**src/common/snake_settings.svh**
```systemverilog
`ifndef SNAKE_SETTINGS_SVH
`define SNAKE_SETTINGS_SVH

// Play field size in cells
`define GRID_W 124
`define GRID_H 81

// Snake length counter, head included
`define LEN_BITS 6
`define LEN_MAX 63

// Start position, snake lies to the left of the head
`define START_HEAD_X 8
`define START_HEAD_Y 40
`define START_LEN 6

// First fruit sits right in front of the head
`define START_FRUIT_X 9
`define START_FRUIT_Y 40

// Seeds of the fruit position LFSRs, must be non zero
`define SEED_X 7'h1c
`define SEED_Y 7'h30

// Score wraps to 0 after this value
`define SCORE_WRAP 99

`endif

```
**src/common/snake_ctrl_pkg.sv**
```systemverilog
package snake_ctrl_pkg;

    // Game FSM states
    typedef enum logic [2:0] {
        RESTART,      // Load start values
        IDLE,         // Waiting for the first press
        WAIT,         // Game running, waiting for a tick
        MOVING,       // Head and body step
        MOVE_DONE,    // Crash and fruit checks on the new head
        EATEN,        // Grow, score, new fruit
        FRUIT_RETRY,  // Fruit placed again while it is blocked
        CRASHED       // Game over, press restarts
    } game_state_t;

endpackage

```
**src/common/snake_grid_pkg.sv**
```systemverilog
`include "snake_settings.svh"

package snake_grid_pkg;

    // One cell coordinate, 0..127 covers both axes
    typedef logic [6:0] coord_t;

    // Snake length, head included
    typedef logic [`LEN_BITS-1:0] len_t;

    // Score 0..99
    typedef logic [6:0] score_t;

    // Heading in clockwise order, so a turn is +1 or -1
    typedef enum logic [1:0] {
        HEAD_RIGHT,
        HEAD_DOWN,
        HEAD_LEFT,
        HEAD_UP
    } heading_t;

endpackage

```
**src/snake/fruit_ctrl.sv**
```systemverilog
`timescale 1ns/1ps
`include "snake_settings.svh"

module fruit_ctrl
    import snake_grid_pkg::*;
(
    input  logic   clock_25,
    input  logic   reset,
    input  logic   restart,
    input  logic   grow_en,    // Fruit eaten, place a new one
    input  logic   retry_en,   // Placement check running
    input  coord_t head_x,
    input  coord_t head_y,
    input  logic   query_hit,  // Fruit cell is on the snake
    output coord_t fruit_x,
    output coord_t fruit_y,
    output score_t score,
    output logic   eaten,
    output logic   blocked
);

    coord_t lfsr_x;
    coord_t lfsr_y;
    logic   border_fruit;

    // Galois step, x^7 + x^6 + 1
    function automatic coord_t lfsr_step(input coord_t value);
        coord_t fb;
        fb = {7{value[6]}} & 7'h41;
        return {value[5:0], 1'b0} ^ fb;
    endfunction

    // Free running, the game timing picks the sample
    always_ff @(posedge clock_25 or negedge reset) begin
        if (!reset) begin
            lfsr_x <= `SEED_X;
            lfsr_y <= `SEED_Y;
        end else begin
            lfsr_x <= lfsr_step(lfsr_x);
            lfsr_y <= lfsr_step(lfsr_y);
        end
    end

    always_ff @(posedge clock_25 or negedge reset) begin
        if (!reset) begin
            fruit_x <= coord_t'(`START_FRUIT_X);
            fruit_y <= coord_t'(`START_FRUIT_Y);
            score   <= '0;
        end else if (restart) begin
            fruit_x <= coord_t'(`START_FRUIT_X);
            fruit_y <= coord_t'(`START_FRUIT_Y);
            score   <= '0;
        end else if (grow_en) begin
            fruit_x <= lfsr_x;
            fruit_y <= lfsr_y;
            if (score == score_t'(`SCORE_WRAP)) begin
                score <= '0;
            end else begin
                score <= score + 7'd1;
            end
        end else if (retry_en && blocked) begin
            fruit_x <= lfsr_x;  // Fresh sample until it lands free
            fruit_y <= lfsr_y;
        end
    end

    assign eaten = (fruit_x == head_x) && (fruit_y == head_y);

    // Border cells and everything outside the grid
    assign border_fruit = (fruit_x == 7'd0) || (fruit_y == 7'd0) ||
                          (fruit_x >= coord_t'(`GRID_W - 1)) ||
                          (fruit_y >= coord_t'(`GRID_H - 1));

    assign blocked = query_hit | border_fruit;

endmodule

```
**src/snake/snake_body.sv**
```systemverilog
`timescale 1ns/1ps
`include "snake_settings.svh"

module snake_body
    import snake_grid_pkg::*;
(
    input  logic     clock_25,
    input  logic     reset,
    input  logic     restart,
    input  logic     move_en,
    input  logic     grow_en,
    input  logic     turn_cw,
    input  logic     turn_ccw,
    input  coord_t   query_x,       // Cell asked about by fruit_ctrl
    input  coord_t   query_y,
    output coord_t   head_x,
    output coord_t   head_y,
    output heading_t heading,
    output len_t     snake_length,
    output logic     crash,
    output logic     query_hit      // Query cell is on the snake
);

    localparam int SEGS = `LEN_MAX - 1;  // Body segments behind the head

    coord_t   body_x [SEGS];
    coord_t   body_y [SEGS];
    heading_t heading_next;
    len_t     active_segs;  // Segments in use
    logic     border_hit;
    logic     body_hit;
    logic     query_body;

    assign active_segs = snake_length - 1'b1;

    // Rotate by the pending turn
    always_comb begin
        heading_next = heading;
        if (turn_cw) begin
            heading_next = heading_t'(heading + 2'd1);
        end else if (turn_ccw) begin
            heading_next = heading_t'(heading - 2'd1);
        end
    end

    always_ff @(posedge clock_25 or negedge reset) begin
        if (!reset) begin
            head_x       <= coord_t'(`START_HEAD_X);
            head_y       <= coord_t'(`START_HEAD_Y);
            heading      <= HEAD_RIGHT;
            snake_length <= len_t'(`START_LEN);
        end else if (restart) begin
            head_x       <= coord_t'(`START_HEAD_X);
            head_y       <= coord_t'(`START_HEAD_Y);
            heading      <= HEAD_RIGHT;
            snake_length <= len_t'(`START_LEN);
        end else if (move_en) begin
            heading <= heading_next;
            // One cell along the new heading
            case (heading_next)
                HEAD_RIGHT: head_x <= head_x + 7'd1;
                HEAD_DOWN:  head_y <= head_y + 7'd1;
                HEAD_LEFT:  head_x <= head_x - 7'd1;
                HEAD_UP:    head_y <= head_y - 7'd1;
                default:    head_x <= head_x;
            endcase
        end else if (grow_en && snake_length < len_t'(`LEN_MAX)) begin
            snake_length <= snake_length + 1'b1;  // Saturates at the maximum
        end
    end

    // Body shift register, old head enters at segment 0
    always_ff @(posedge clock_25) begin
        if (restart) begin
            for (int i = 0; i < SEGS; i++) begin
                if (i < `START_LEN - 1) begin
                    body_x[i] <= coord_t'(`START_HEAD_X - i - 1);  // Laid out leftwards
                    body_y[i] <= coord_t'(`START_HEAD_Y);
                end else begin
                    body_x[i] <= 7'h7f;  // Off grid, never matches
                    body_y[i] <= 7'h7f;
                end
            end
        end else if (move_en) begin
            body_x[0] <= head_x;
            body_y[0] <= head_y;
            for (int i = 1; i < SEGS; i++) begin
                if (i < int'(active_segs)) begin
                    body_x[i] <= body_x[i-1];
                    body_y[i] <= body_y[i-1];
                end
            end
        end
    end

    // Head or query against every active segment
    always_comb begin
        body_hit   = 1'b0;
        query_body = 1'b0;
        for (int i = 0; i < SEGS; i++) begin
            if (i < int'(active_segs)) begin
                if (body_x[i] == head_x && body_y[i] == head_y) body_hit = 1'b1;
                if (body_x[i] == query_x && body_y[i] == query_y) query_body = 1'b1;
            end
        end
    end

    assign border_hit = (head_x == 7'd0) || (head_y == 7'd0) ||
                        (head_x == coord_t'(`GRID_W - 1)) ||
                        (head_y == coord_t'(`GRID_H - 1));

    assign crash     = border_hit | body_hit;
    assign query_hit = query_body | (query_x == head_x && query_y == head_y);

    // Growth never goes past the limits
    a_len_range: assert property (@(posedge clock_25) disable iff (!reset)
        snake_length >= len_t'(`START_LEN) && snake_length <= len_t'(`LEN_MAX));

endmodule

```
**src/snake/snake_fsm.sv**
```systemverilog
`timescale 1ns/1ps

module snake_fsm
    import snake_ctrl_pkg::*;
(
    input  logic clock_25,
    input  logic reset,
    input  logic press,       // Button edge from turn_input
    input  logic game_tik,    // Move rate
    input  logic crash,       // Head on border or body
    input  logic eaten,       // Head on fruit
    input  logic blocked,     // Fruit on snake or border
    output logic move_en,
    output logic grow_en,
    output logic retry_en,
    output logic restart,
    output logic start,
    output logic game_over
);

    game_state_t state;
    game_state_t state_next;

    always_ff @(posedge clock_25 or negedge reset) begin
        if (!reset) begin
            state <= RESTART;
        end else begin
            state <= state_next;
        end
    end

    always_comb begin
        state_next = state;  // Hold by default
        case (state)
            RESTART: state_next = IDLE;
            IDLE: begin
                if (press) state_next = WAIT;  // First press starts the game
            end
            WAIT: begin
                if (game_tik) state_next = MOVING;  // Ticks elsewhere are ignored
            end
            MOVING: state_next = MOVE_DONE;
            MOVE_DONE: begin
                // Crash wins over a fruit on the same cell
                if (crash) begin
                    state_next = CRASHED;
                end else if (eaten) begin
                    state_next = EATEN;
                end else begin
                    state_next = WAIT;
                end
            end
            EATEN: state_next = FRUIT_RETRY;
            FRUIT_RETRY: begin
                if (!blocked) state_next = WAIT;  // Fruit landed on a free cell
            end
            CRASHED: begin
                if (press) state_next = RESTART;
            end
            default: state_next = RESTART;
        endcase
    end

    // Moore outputs
    assign move_en   = (state == MOVING);
    assign grow_en   = (state == EATEN);
    assign retry_en  = (state == FRUIT_RETRY);
    assign restart   = (state == RESTART);
    assign game_over = (state == CRASHED);

    always_comb begin
        case (state)
            WAIT, MOVING, MOVE_DONE, EATEN, FRUIT_RETRY: start = 1'b1;
            default: start = 1'b0;
        endcase
    end

    // Running and game over exclude each other
    a_start_over: assert property (@(posedge clock_25) disable iff (!reset)
        !(start && game_over));

    // One step per tick
    a_move_pulse: assert property (@(posedge clock_25) disable iff (!reset)
        move_en |=> !move_en);

endmodule

```
**src/snake_game.sv**
```systemverilog
`timescale 1ns/1ps

module snake_game
    import snake_grid_pkg::*;
(
    input  logic     clock_25,
    input  logic     reset,
    input  logic     game_tik,
    input  logic     right_press,
    input  logic     left_press,
    output logic     start,
    output logic     game_over,
    output coord_t   head_x,
    output coord_t   head_y,
    output heading_t heading,
    output coord_t   fruit_x,
    output coord_t   fruit_y,
    output score_t   score,
    output len_t     snake_length
);

    logic press;
    logic turn_cw;
    logic turn_ccw;
    logic move_en;
    logic grow_en;
    logic retry_en;
    logic restart;
    logic crash;
    logic eaten;
    logic blocked;
    logic query_hit;

    turn_input turn_input_inst (
        .clock_25    (clock_25),
        .reset       (reset),
        .right_press (right_press),
        .left_press  (left_press),
        .active      (start),     // Turns only while running
        .move_en     (move_en),
        .restart     (restart),
        .press       (press),
        .turn_cw     (turn_cw),
        .turn_ccw    (turn_ccw)
    );

    snake_fsm snake_fsm_inst (
        .clock_25  (clock_25),
        .reset     (reset),
        .press     (press),
        .game_tik  (game_tik),
        .crash     (crash),
        .eaten     (eaten),
        .blocked   (blocked),
        .move_en   (move_en),
        .grow_en   (grow_en),
        .retry_en  (retry_en),
        .restart   (restart),
        .start     (start),
        .game_over (game_over)
    );

    snake_body snake_body_inst (
        .clock_25     (clock_25),
        .reset        (reset),
        .restart      (restart),
        .move_en      (move_en),
        .grow_en      (grow_en),
        .turn_cw      (turn_cw),
        .turn_ccw     (turn_ccw),
        .query_x      (fruit_x),   // Occupancy check on the fruit cell
        .query_y      (fruit_y),
        .head_x       (head_x),
        .head_y       (head_y),
        .heading      (heading),
        .snake_length (snake_length),
        .crash        (crash),
        .query_hit    (query_hit)
    );

    fruit_ctrl fruit_ctrl_inst (
        .clock_25  (clock_25),
        .reset     (reset),
        .restart   (restart),
        .grow_en   (grow_en),
        .retry_en  (retry_en),
        .head_x    (head_x),
        .head_y    (head_y),
        .query_hit (query_hit),
        .fruit_x   (fruit_x),
        .fruit_y   (fruit_y),
        .score     (score),
        .eaten     (eaten),
        .blocked   (blocked)
    );

endmodule

```
**src/turn_input.sv**
```systemverilog
`timescale 1ns/1ps

module turn_input (
    input  logic clock_25,
    input  logic reset,
    input  logic right_press,
    input  logic left_press,
    input  logic active,       // Game running
    input  logic move_en,      // Pending turn is used up
    input  logic restart,
    output logic press,        // Any new button edge
    output logic turn_cw,
    output logic turn_ccw
);

    logic [1:0] right_sync;    // Two stage synchroniser
    logic [1:0] left_sync;
    logic       right_last;    // Previous synchronised level
    logic       left_last;
    logic       right_rise;    // Registered edge pulses
    logic       left_rise;

    always_ff @(posedge clock_25 or negedge reset) begin
        if (!reset) begin
            right_sync <= 2'b00;
            left_sync  <= 2'b00;
            right_last <= 1'b0;
            left_last  <= 1'b0;
            right_rise <= 1'b0;
            left_rise  <= 1'b0;
        end else begin
            right_sync <= {right_sync[0], right_press};
            left_sync  <= {left_sync[0], left_press};
            right_last <= right_sync[1];
            left_last  <= left_sync[1];
            right_rise <= right_sync[1] & ~right_last;  // Rising edge only
            left_rise  <= left_sync[1] & ~left_last;
        end
    end

    assign press = right_rise | left_rise;  // Starts and restarts the game

    // Pending turn, held until the next move
    always_ff @(posedge clock_25 or negedge reset) begin
        if (!reset) begin
            turn_cw  <= 1'b0;
            turn_ccw <= 1'b0;
        end else if (restart) begin
            turn_cw  <= 1'b0;
            turn_ccw <= 1'b0;
        end else if (active && press) begin
            turn_cw  <= right_rise & ~left_rise;  // Both buttons cancel
            turn_ccw <= left_rise & ~right_rise;
        end else if (move_en) begin
            turn_cw  <= 1'b0;
            turn_ccw <= 1'b0;
        end
    end

    // Only one turn direction can be pending
    a_one_turn: assert property (@(posedge clock_25) disable iff (!reset)
        !(turn_cw && turn_ccw));

endmodule

```
**config.mk**
```make
export PLATFORM = sky130hd
export DESIGN_NAME = snake_game
export DESIGN_NICKNAME = d
export VERILOG_FILES = /design/src/common/snake_ctrl_pkg.sv /design/src/common/snake_grid_pkg.sv /design/src/snake/fruit_ctrl.sv /design/src/snake/snake_body.sv /design/src/snake/snake_fsm.sv /design/src/snake_game.sv /design/src/turn_input.sv
export VERILOG_INCLUDE_DIRS = /design/src /design/src/common
export SDC_FILE = /design/constraint.sdc
export NUM_CORES = 2
export LEC_CHECK = 0
export ABC_AREA = 1
export BUFFER_PORTS_ARGS = -buffer_cell sky130_fd_sc_hd__buf_2
export CORE_AREA = 4 4 399 401
export CTS_CLUSTER_SIZE = 10
export DETAILED_ROUTE_END_ITERATION = 8
export DIE_AREA = 0 0 403 405
export HOLD_SLACK_MARGIN = 0.03
export SYNTH_ARGS = -nofsm -noshare
export SYNTH_HDL_FRONTEND = slang
export SYNTH_HIERARCHICAL = 1
export SYNTH_SLANG_ARGS = --single-unit
```
**constraint.sdc**
```tcl
create_clock -name clock_25 -period 6.65 [get_ports clock_25]
set_input_delay 1.995 -clock clock_25 [delete_from_list [all_inputs] [get_ports clock_25]]
set_output_delay 1.995 -clock clock_25 [all_outputs]
set_load 0.05 [all_outputs]
```
# [Word level (Yosys, flattened, before mapping)]
# Memory sizes are Yosys's and may differ from the RTL's.
# Cells that the tools add are included.
[totals] output_inout_bits=45 reg_bits=70 n_memories=2 inputBits=5 word_cells=1308 ramBits=868
[classes] n_eq_ne=268 reduce_logical=152 add_sub_neg=9 muxes=656 n_bitwise=138 order_cmp=65
[memory_table] memory="snake_body_inst.body_x" depth=62 width=7 rd=62 rd_clocked_by_memory_dff=0 wr=62 line="snake_body.sv:26" rtl="coord_t body_x [SEGS];"
[memory_table] memory="snake_body_inst.body_y" depth=62 width=7 rd=62 rd_clocked_by_memory_dff=0 wr=62 line="snake_body.sv:27" rtl="coord_t body_y [SEGS];"
[ops] cell="7-bit == test" count=250
[ops] cell="7-bit 2-to-1 mux" count=137
[ops] cell="1-bit 2-to-1 mux" count=503
[ops] cell="6-bit less-than comparator, first input constant" count=30
[ops] cell="1-bit logical AND" count=128
[ops] cell="1-bit OR" count=128
[ops] cell="5-bit by 6-bit less-than comparator with 1-bit output, first input constant" count=16
[ops] cell="4-bit by 6-bit less-than comparator with 1-bit output, first input constant" count=8
[ops] cell="7-bit zero test" count=4
[ops] cell="7-bit one-hot mux with 2 select lines" count=2
[ops] cell="3-bit by 6-bit less-than comparator with 1-bit output, first input constant" count=4
[ops] cell="3-bit one-hot mux with 8 select lines" count=1
[ops] cell="7-bit by 1-bit adder with 7-bit output, second input constant" count=3
[ops] cell="7-bit == test, second input constant" count=3
[ops] cell="3-bit 2-to-1 mux" count=6
[ops] cell="6-bit 2-to-1 mux" count=3
[ops] cell="7-bit greater-or-equal comparator, second input constant" count=2
[ops] cell="7-bit by 1-bit subtractor with 7-bit output, second input constant" count=2
[ops] cell="7-bit XOR" count=2
[ops] cell="3-bit == test, second input constant" count=4
[ops] cell="1-bit by 6-bit less-than comparator with 1-bit output, first input constant" count=2
[ops] cell="2-bit by 6-bit less-than comparator with 1-bit output, first input constant" count=2
[ops] cell="3-bit nonzero test" count=4
[ops] cell="2-bit 2-to-1 mux" count=4
[ops] cell="20 further kinds" count=40

# [Logic depth before layout (Yosys ltp)]
[depth] word_depth=132 ltp_mapped=26 mapped_depth_nobuf=26

# [By module]
# The synthesis kept the hierarchy.
[by_module_without_submodules] mod="snake_body" n_inst=1 cells_each=8205 seq_area_each_um2=26621.8 area_each_um2=59687.2
[by_module_without_submodules] mod="fruit_ctrl" n_inst=1 cells_each=210 seq_area_each_um2=887.1 area_each_um2=1726.7
[by_module_without_submodules] mod="turn_input" n_inst=1 cells_each=26 seq_area_each_um2=250.2 area_each_um2=322.8
[by_module_without_submodules] mod="snake_fsm" n_inst=1 cells_each=47 seq_area_each_um2=75.1 area_each_um2=292.8

# [Worst setup path after synthesis]
# OpenSTA, ideal clock, no wires.
[synth_timing] path_kind="reg-to-reg" start="register snake_body_inst.snake_length[0]" end="memory snake_body_inst/body_x[1][100] in the netlist's numbering (enable)" path_stages_with_launch=9 slack_ns=3.119 t_required_ns=6.296 setup_time_ns=0.354 t_arrival_ns=3.177 path_buffers=2 period_less_slack_ns=3.531 cell_sequence="dfrtp_1 -> inv_2 -> nand4_1 -> nand2_2 -> buf_6 -> buf_4 -> o21ai_0 -> o21ai_0 -> inv_1"
[synth_lines] item="start: declaration" line="snake_body.sv:19" rtl="output len_t snake_length,"
[synth_lines] item="start signal: assignment" line="snake_body.sv:51" rtl="snake_length <= len_t'(`START_LEN);"
[synth_lines] item="start signal: assignment" line="snake_body.sv:56" rtl="snake_length <= len_t'(`START_LEN);"
[synth_lines] item="start signal: assignment" line="snake_body.sv:68" rtl="snake_length <= snake_length + 1'b1;"
[synth_lines] item="end: declaration" line="snake_body.sv:26"

# [Worst setup path after layout]
[layout_timing] start="register fruit_ctrl_inst.fruit_y[3]" end="register fruit_ctrl_inst.fruit_x[5]"
[layout_via] elab_chain_len=130 word_cells_on_any_way=259 classes_between="order compare: 1; eq/ne: 63; mux: 124; bitwise: 2; reduce/logical: 69"
[layout_rtl] item="start: declaration" line="fruit_ctrl.sv:16" rtl="output coord_t fruit_y,"
[layout_rtl] item="start signal: assignment" line="fruit_ctrl.sv:47" rtl="fruit_y <= coord_t'(`START_FRUIT_Y);"
[layout_rtl] item="start signal: assignment" line="fruit_ctrl.sv:51" rtl="fruit_y <= coord_t'(`START_FRUIT_Y);"
[layout_rtl] item="start signal: assignment" line="fruit_ctrl.sv:55" rtl="fruit_y <= lfsr_y;"
[layout_rtl] item="7-bit == test" line="snake_body.sv:103" rtl="if (body_x[i] == query_x && body_y[i] == query_y) query_body = 1'b1;"
[layout_rtl] item="1-bit logical AND" line="snake_body.sv:103"
[layout_rtl] item="1-bit 2-to-1 mux" line="snake_body.sv:103"
[layout_rtl] item="1-bit 2-to-1 mux" line="snake_body.sv:101" rtl="if (i < int'(active_segs)) begin"
[layout_rtl] item="1-bit 2-to-1 mux" line="snake_body.sv:103"
[layout_rtl] item="1-bit 2-to-1 mux" line="snake_body.sv:101"
[layout_rtl] item="1-bit 2-to-1 mux" line="snake_body.sv:103"
[layout_rtl] item="1-bit 2-to-1 mux" line="snake_body.sv:101"
[layout_rtl] item="[... 116 more ...]"
[layout_rtl] item="1-bit 2-to-1 mux" line="snake_body.sv:103"
[layout_rtl] item="1-bit 2-to-1 mux" line="snake_body.sv:101"
[layout_rtl] item="1-bit OR (*)" line="snake_body.sv:113" rtl="assign query_hit = query_body | (query_x == head_x && query_y == head_y);"
[layout_rtl] item="net query_hit" line="snake_game.sv:32" rtl="logic query_hit;"
[layout_rtl] item="1-bit OR (*)" line="fruit_ctrl.sv:74" rtl="assign blocked = query_hit | border_fruit;"
[layout_rtl] item="net blocked" line="snake_game.sv:31" rtl="logic blocked;"
[layout_rtl] item="1-bit logical AND (*)" line="fruit_ctrl.sv:61" rtl="end else if (retry_en && blocked) begin"
[layout_rtl] item="3-bit nonzero test (no source line) (*)"
[layout_rtl] item="end signal: assignment" line="fruit_ctrl.sv:50" rtl="fruit_x <= coord_t'(`START_FRUIT_X);"
[layout_rtl] item="end signal: assignment" line="fruit_ctrl.sv:54" rtl="fruit_x <= lfsr_x;"
[layout_rtl] item="end signal: assignment" line="fruit_ctrl.sv:62" rtl="fruit_x <= lfsr_x;"
[layout_rtl] item="end: declaration" line="fruit_ctrl.sv:15" rtl="output coord_t fruit_x,"
# Mark *: on every way through the listed nets, which the timed path passes. The rest lies on a longest branch.
# A chain may end at the register's enable or synchronous reset.

==> results.yml <==
outcome:
  status: "completed"
routing:
  routed_wl_um: 285000
  first_pass_iters: 6
  routed_via_density: 5.736
  postRouteAntennaNets: 0
  via_count: 60316
  avgRoutedWirePerCell_um: 27.11
  route.detailed.drc: 0
  drt_iter0_markers: 8619
timing:
  period_share_pct: 76.00
  hold_viol_final: 0
  rsz0062_at_grt: "no"
  fin_skew_ns: 0.03100
  slew_viol_final: 0
  setup_tns_ns: 0
  fmax_mhz: 197.9
  period_needed_ns: 5.054
  relSlewSlack_pct: 10.83
  tightest_slew_ns: 1.329
  setup_viol: 0
layout:
  nFillCells: 15745
  regArea_sq_mm: 0.02794
  layout.cells.non_filler: 10516
  stdcell_area_sq_mm: 0.06783
  multiInputGateArea_sq_mm: 0.02888
  areaGrowthSynthToFinish_pct: 9.349
  drive_above_1_share_pct: 7.009
  layout.nets: 8393
global_route:
  antenna_found_initial: 11
  grt-ovfl-total: 0
  first_global_vias: 56902
  grt_max_degree: 136
  grt_usage_pct: 33.86
  grt_pass1_wl_um: 401300
die:
  initial_utilization_pct: 39.85
  die_w_um: 403
  coreArea_sq_mm: 0.1557
  ios: 50
  die_h_um: 405
  die_area_sq_mm: 0.1632
  rows: 145
clock_network:
  clock-root-buffer: "clkbuf_16"
  clkLatencyLatePin_ns: 0.78
  hold_buffers: 0
  cts.sinks: 938
  clockBufferDepth: 3
  post_cts_buffers: 0
  htreeDepth: 3
  ctsResizeCount: 0
  cts_tree: "done"
  cts_buffers: 112
  clk_pin_slew_ns: 0.06
placement:
  dp.cells: 10315
  gp_congestion: 0.9830
  numPortBuffers: 49
  place_hpwl_um: 181300
  dpl_cell_area_sq_mm: 0.06455
setup_path:
  ff2ff_path_depth: 21
  r2r_setup_slack_ns: 1.60
  path_delay_family: "simple AND/OR/NAND/NOR gates"
  path_cells: "clkinv_2 -> buf_12 -> o21ai_0 -> nor2_1 -> nand2_1 -> nor2_1 -> nand2_1 -> nor2_1 -> nor2_1 -> nand2_1 -> nor2_1 -> nand2_1 -> nor2_1 -> nand3_1 -> o21bai_1 -> nor2_1 -> nand2_2 -> nand2_4 -> nand2_4 -> nand2_1 -> nand2_1"
  cp.required_ns: 7.30
  r2r-end: "fruit_ctrl_inst/fruit_x[5]"
  path_class: "register to register"
  cp_common_cell: "nor2_1"
  end_kind: "register"
  cp_max_fo: 30
  startpoint_type: "register"
  r2r_start: "fruit_ctrl_inst/fruit_y[3]"
  critical_path.startpoint: "fruit_ctrl_inst/fruit_y[3]"
  cpPeakStageDelay_ns: 0.94
  slowest_stage: "dfstp_4"
  critPathBufInv: 2
  critPathArrivalTime_ns: 5.70
synthesis:
  ys_seq_elements: 938
  ys_warn_count: 6
  synth_area_leaders: "edfxtp_1 42%, nand2_1 21%, xor2_1 5.8%, nor2_1 5.8%, inv_1 5.4%"
  ys.flop_type: "edfxtp_1"
  synth_area_sq_mm: 0.06203
  synth_common_cells: "3410 x nand2_1, 956 x nor2_1, 894 x inv_1"
  synth_cell_type_count: 46
  synth_top_cell_by_area: "edfxtp_1"
  synthCells: 8488
  synth_area_per_cell_sq_um: 7.308
  synth.most_common_cell: "nand2_1"
  seq_area_frac_synth_pct: 44.87
  synth_edf_count: 868
  synthArstFlopShare_pct: 7.463
  synth_nets: 8509
  synth.top_cell.area_share_pct: 42.02
flow_run:
  max_cap_viol_count: 0
worst_hold_path:
  holdPathStages: 0
  hold_end: "turn_input_inst/left_sync[1]"
  hold_class: "register to register"
  min_from: "turn_input_inst/left_sync[0]"
pwr:
  ir_drop_mv: 0.2072
  leakage_nw: 29.79
  power_per_cell_area_mw_per_mm2: 178.7
[placed cells by master, fill, tap and decap left out, types with 4 or more instances in the layout]
cell and count:
clkbuf_1 42, dfstp_2 7, nand2_2 15, nand4_1 212, clkinv_8 4, o22ai_1 129
clkinv_1 19, buf_12 26, inv_1 884, nor3_1 67, xnor2_1 210, nor2_1 953
o211ai_1 16, o21ai_1 45, buf_2 48, dfstp_4 7, nor2_2 26, buf_4 114
a21oi_2 4, o21ai_0 281, clkbuf_16 112, or2_1 5, clkinv_2 18, nor4_1 6
nor2_4 7, a21oi_1 74, dfrtp_4 21, ha_1 14, nand3_1 155, edfxtp_1 868
xor2_1 414, or2_2 119, o21ai_2 10, dfrtp_1 35, nand2_1 3410, diode_2 12
inv_2 37
[area by class of cell]
type                       instances  share of cell area [%]
inverter                         938                   5.233
sequential                       938                   41.19
timing repair buffer             188                   2.383
clock inverter                    31                  0.3449
multi-input combinational       6194                   42.58
antenna                           12                 0.04427
tap                             2058                   3.796
clock buffer                     157                   4.425
[metal layers]
layer  global-route usage, %  part of all wire [%]  up-vias
li1                        -                     -    26357
met1                   42.68                    37    28412
met2                   52.74                    44     4438
met3                   8.648                    13     1103
met4                   19.65                   6.8        6
met5                       0                 0.019        -
[worst max path at each step]
stage	slack (ns)	endpoint	depth (start not counted)
2_1_floorplan	3.12	snake_body_inst/body_x[1][100]	8
3_3_place_gp	1.90	fruit_ctrl_inst/fruit_y[4]	21
3_5_place_dp	1.89	fruit_ctrl_inst/fruit_x[5]	21
4_1_cts	1.82	head_x[2]	2
5_1_grt	1.58	snake_fsm_inst/state[2]	20
6_report	1.60	fruit_ctrl_inst/fruit_x[5]	21
[report_power, final]
| part | internal [W] | leakage [nW] | total (W) | switching [W] |
|---|---|---|---|---|
| combinational | 0.0000109 | 19.4 | 0.0000372 | 0.0000263 |
| clock | 0.00312 | 1.56 | 0.00572 | 0.00261 |
| sequential | 0.00636 | 8.85 | 0.00636 | 0.00000310 |
| total | 0.00948 | 29.8 | 0.0121 | 0.00263 |
[cell families (layout without fill, tap and decap cells)]
kind of cell / count (synthesis) / count (layout) / synth area share [%]
xor+xnor: 624 / 624 / 8.811
flops: 938 / 938 / 44.87
compound gates: 571 / 571 / 5.025
simple gates: 4983 / 4983 / 32.31
other cells: 0 / 12 / 0
buf+inv: 1356 / 1314 / 8.635
fa+ha+maj: 16 / 16 / 0.3469
[stage by stage]
stage          hold WS [ns]  setup WS, ns  util (%)  power, W
4_1_cts              0.3477         1.815     43.55   0.01217
2_1_floorplan        0.3312         3.119         -  0.006501
3_5_place_dp         0.3347         1.892     41.47  0.006519
5_1_grt              0.3515         1.583     43.56   0.01240
6_report             0.3467         1.596     43.57   0.01212
3_3_place_gp         0.3333         1.903     41.47  0.006517
[state kept, by name, indices dropped and copies added, names as in the netlist, 2 cells and up]
signal / cells
fruit_ctrl_inst/fruit_x: 7
fruit_ctrl_inst/fruit_y: 7
fruit_ctrl_inst/lfsr_x: 7
fruit_ctrl_inst/lfsr_y: 7
fruit_ctrl_inst/score: 7
snake_body_inst/body_x: 434
snake_body_inst/body_y: 434
snake_body_inst/head_x: 7
snake_body_inst/head_y: 7
snake_body_inst/heading: 2
snake_body_inst/snake_length: 6
snake_fsm_inst/state: 3
turn_input_inst/left_sync: 2
turn_input_inst/right_sync: 2
Power figures use the tool's default switching activity.
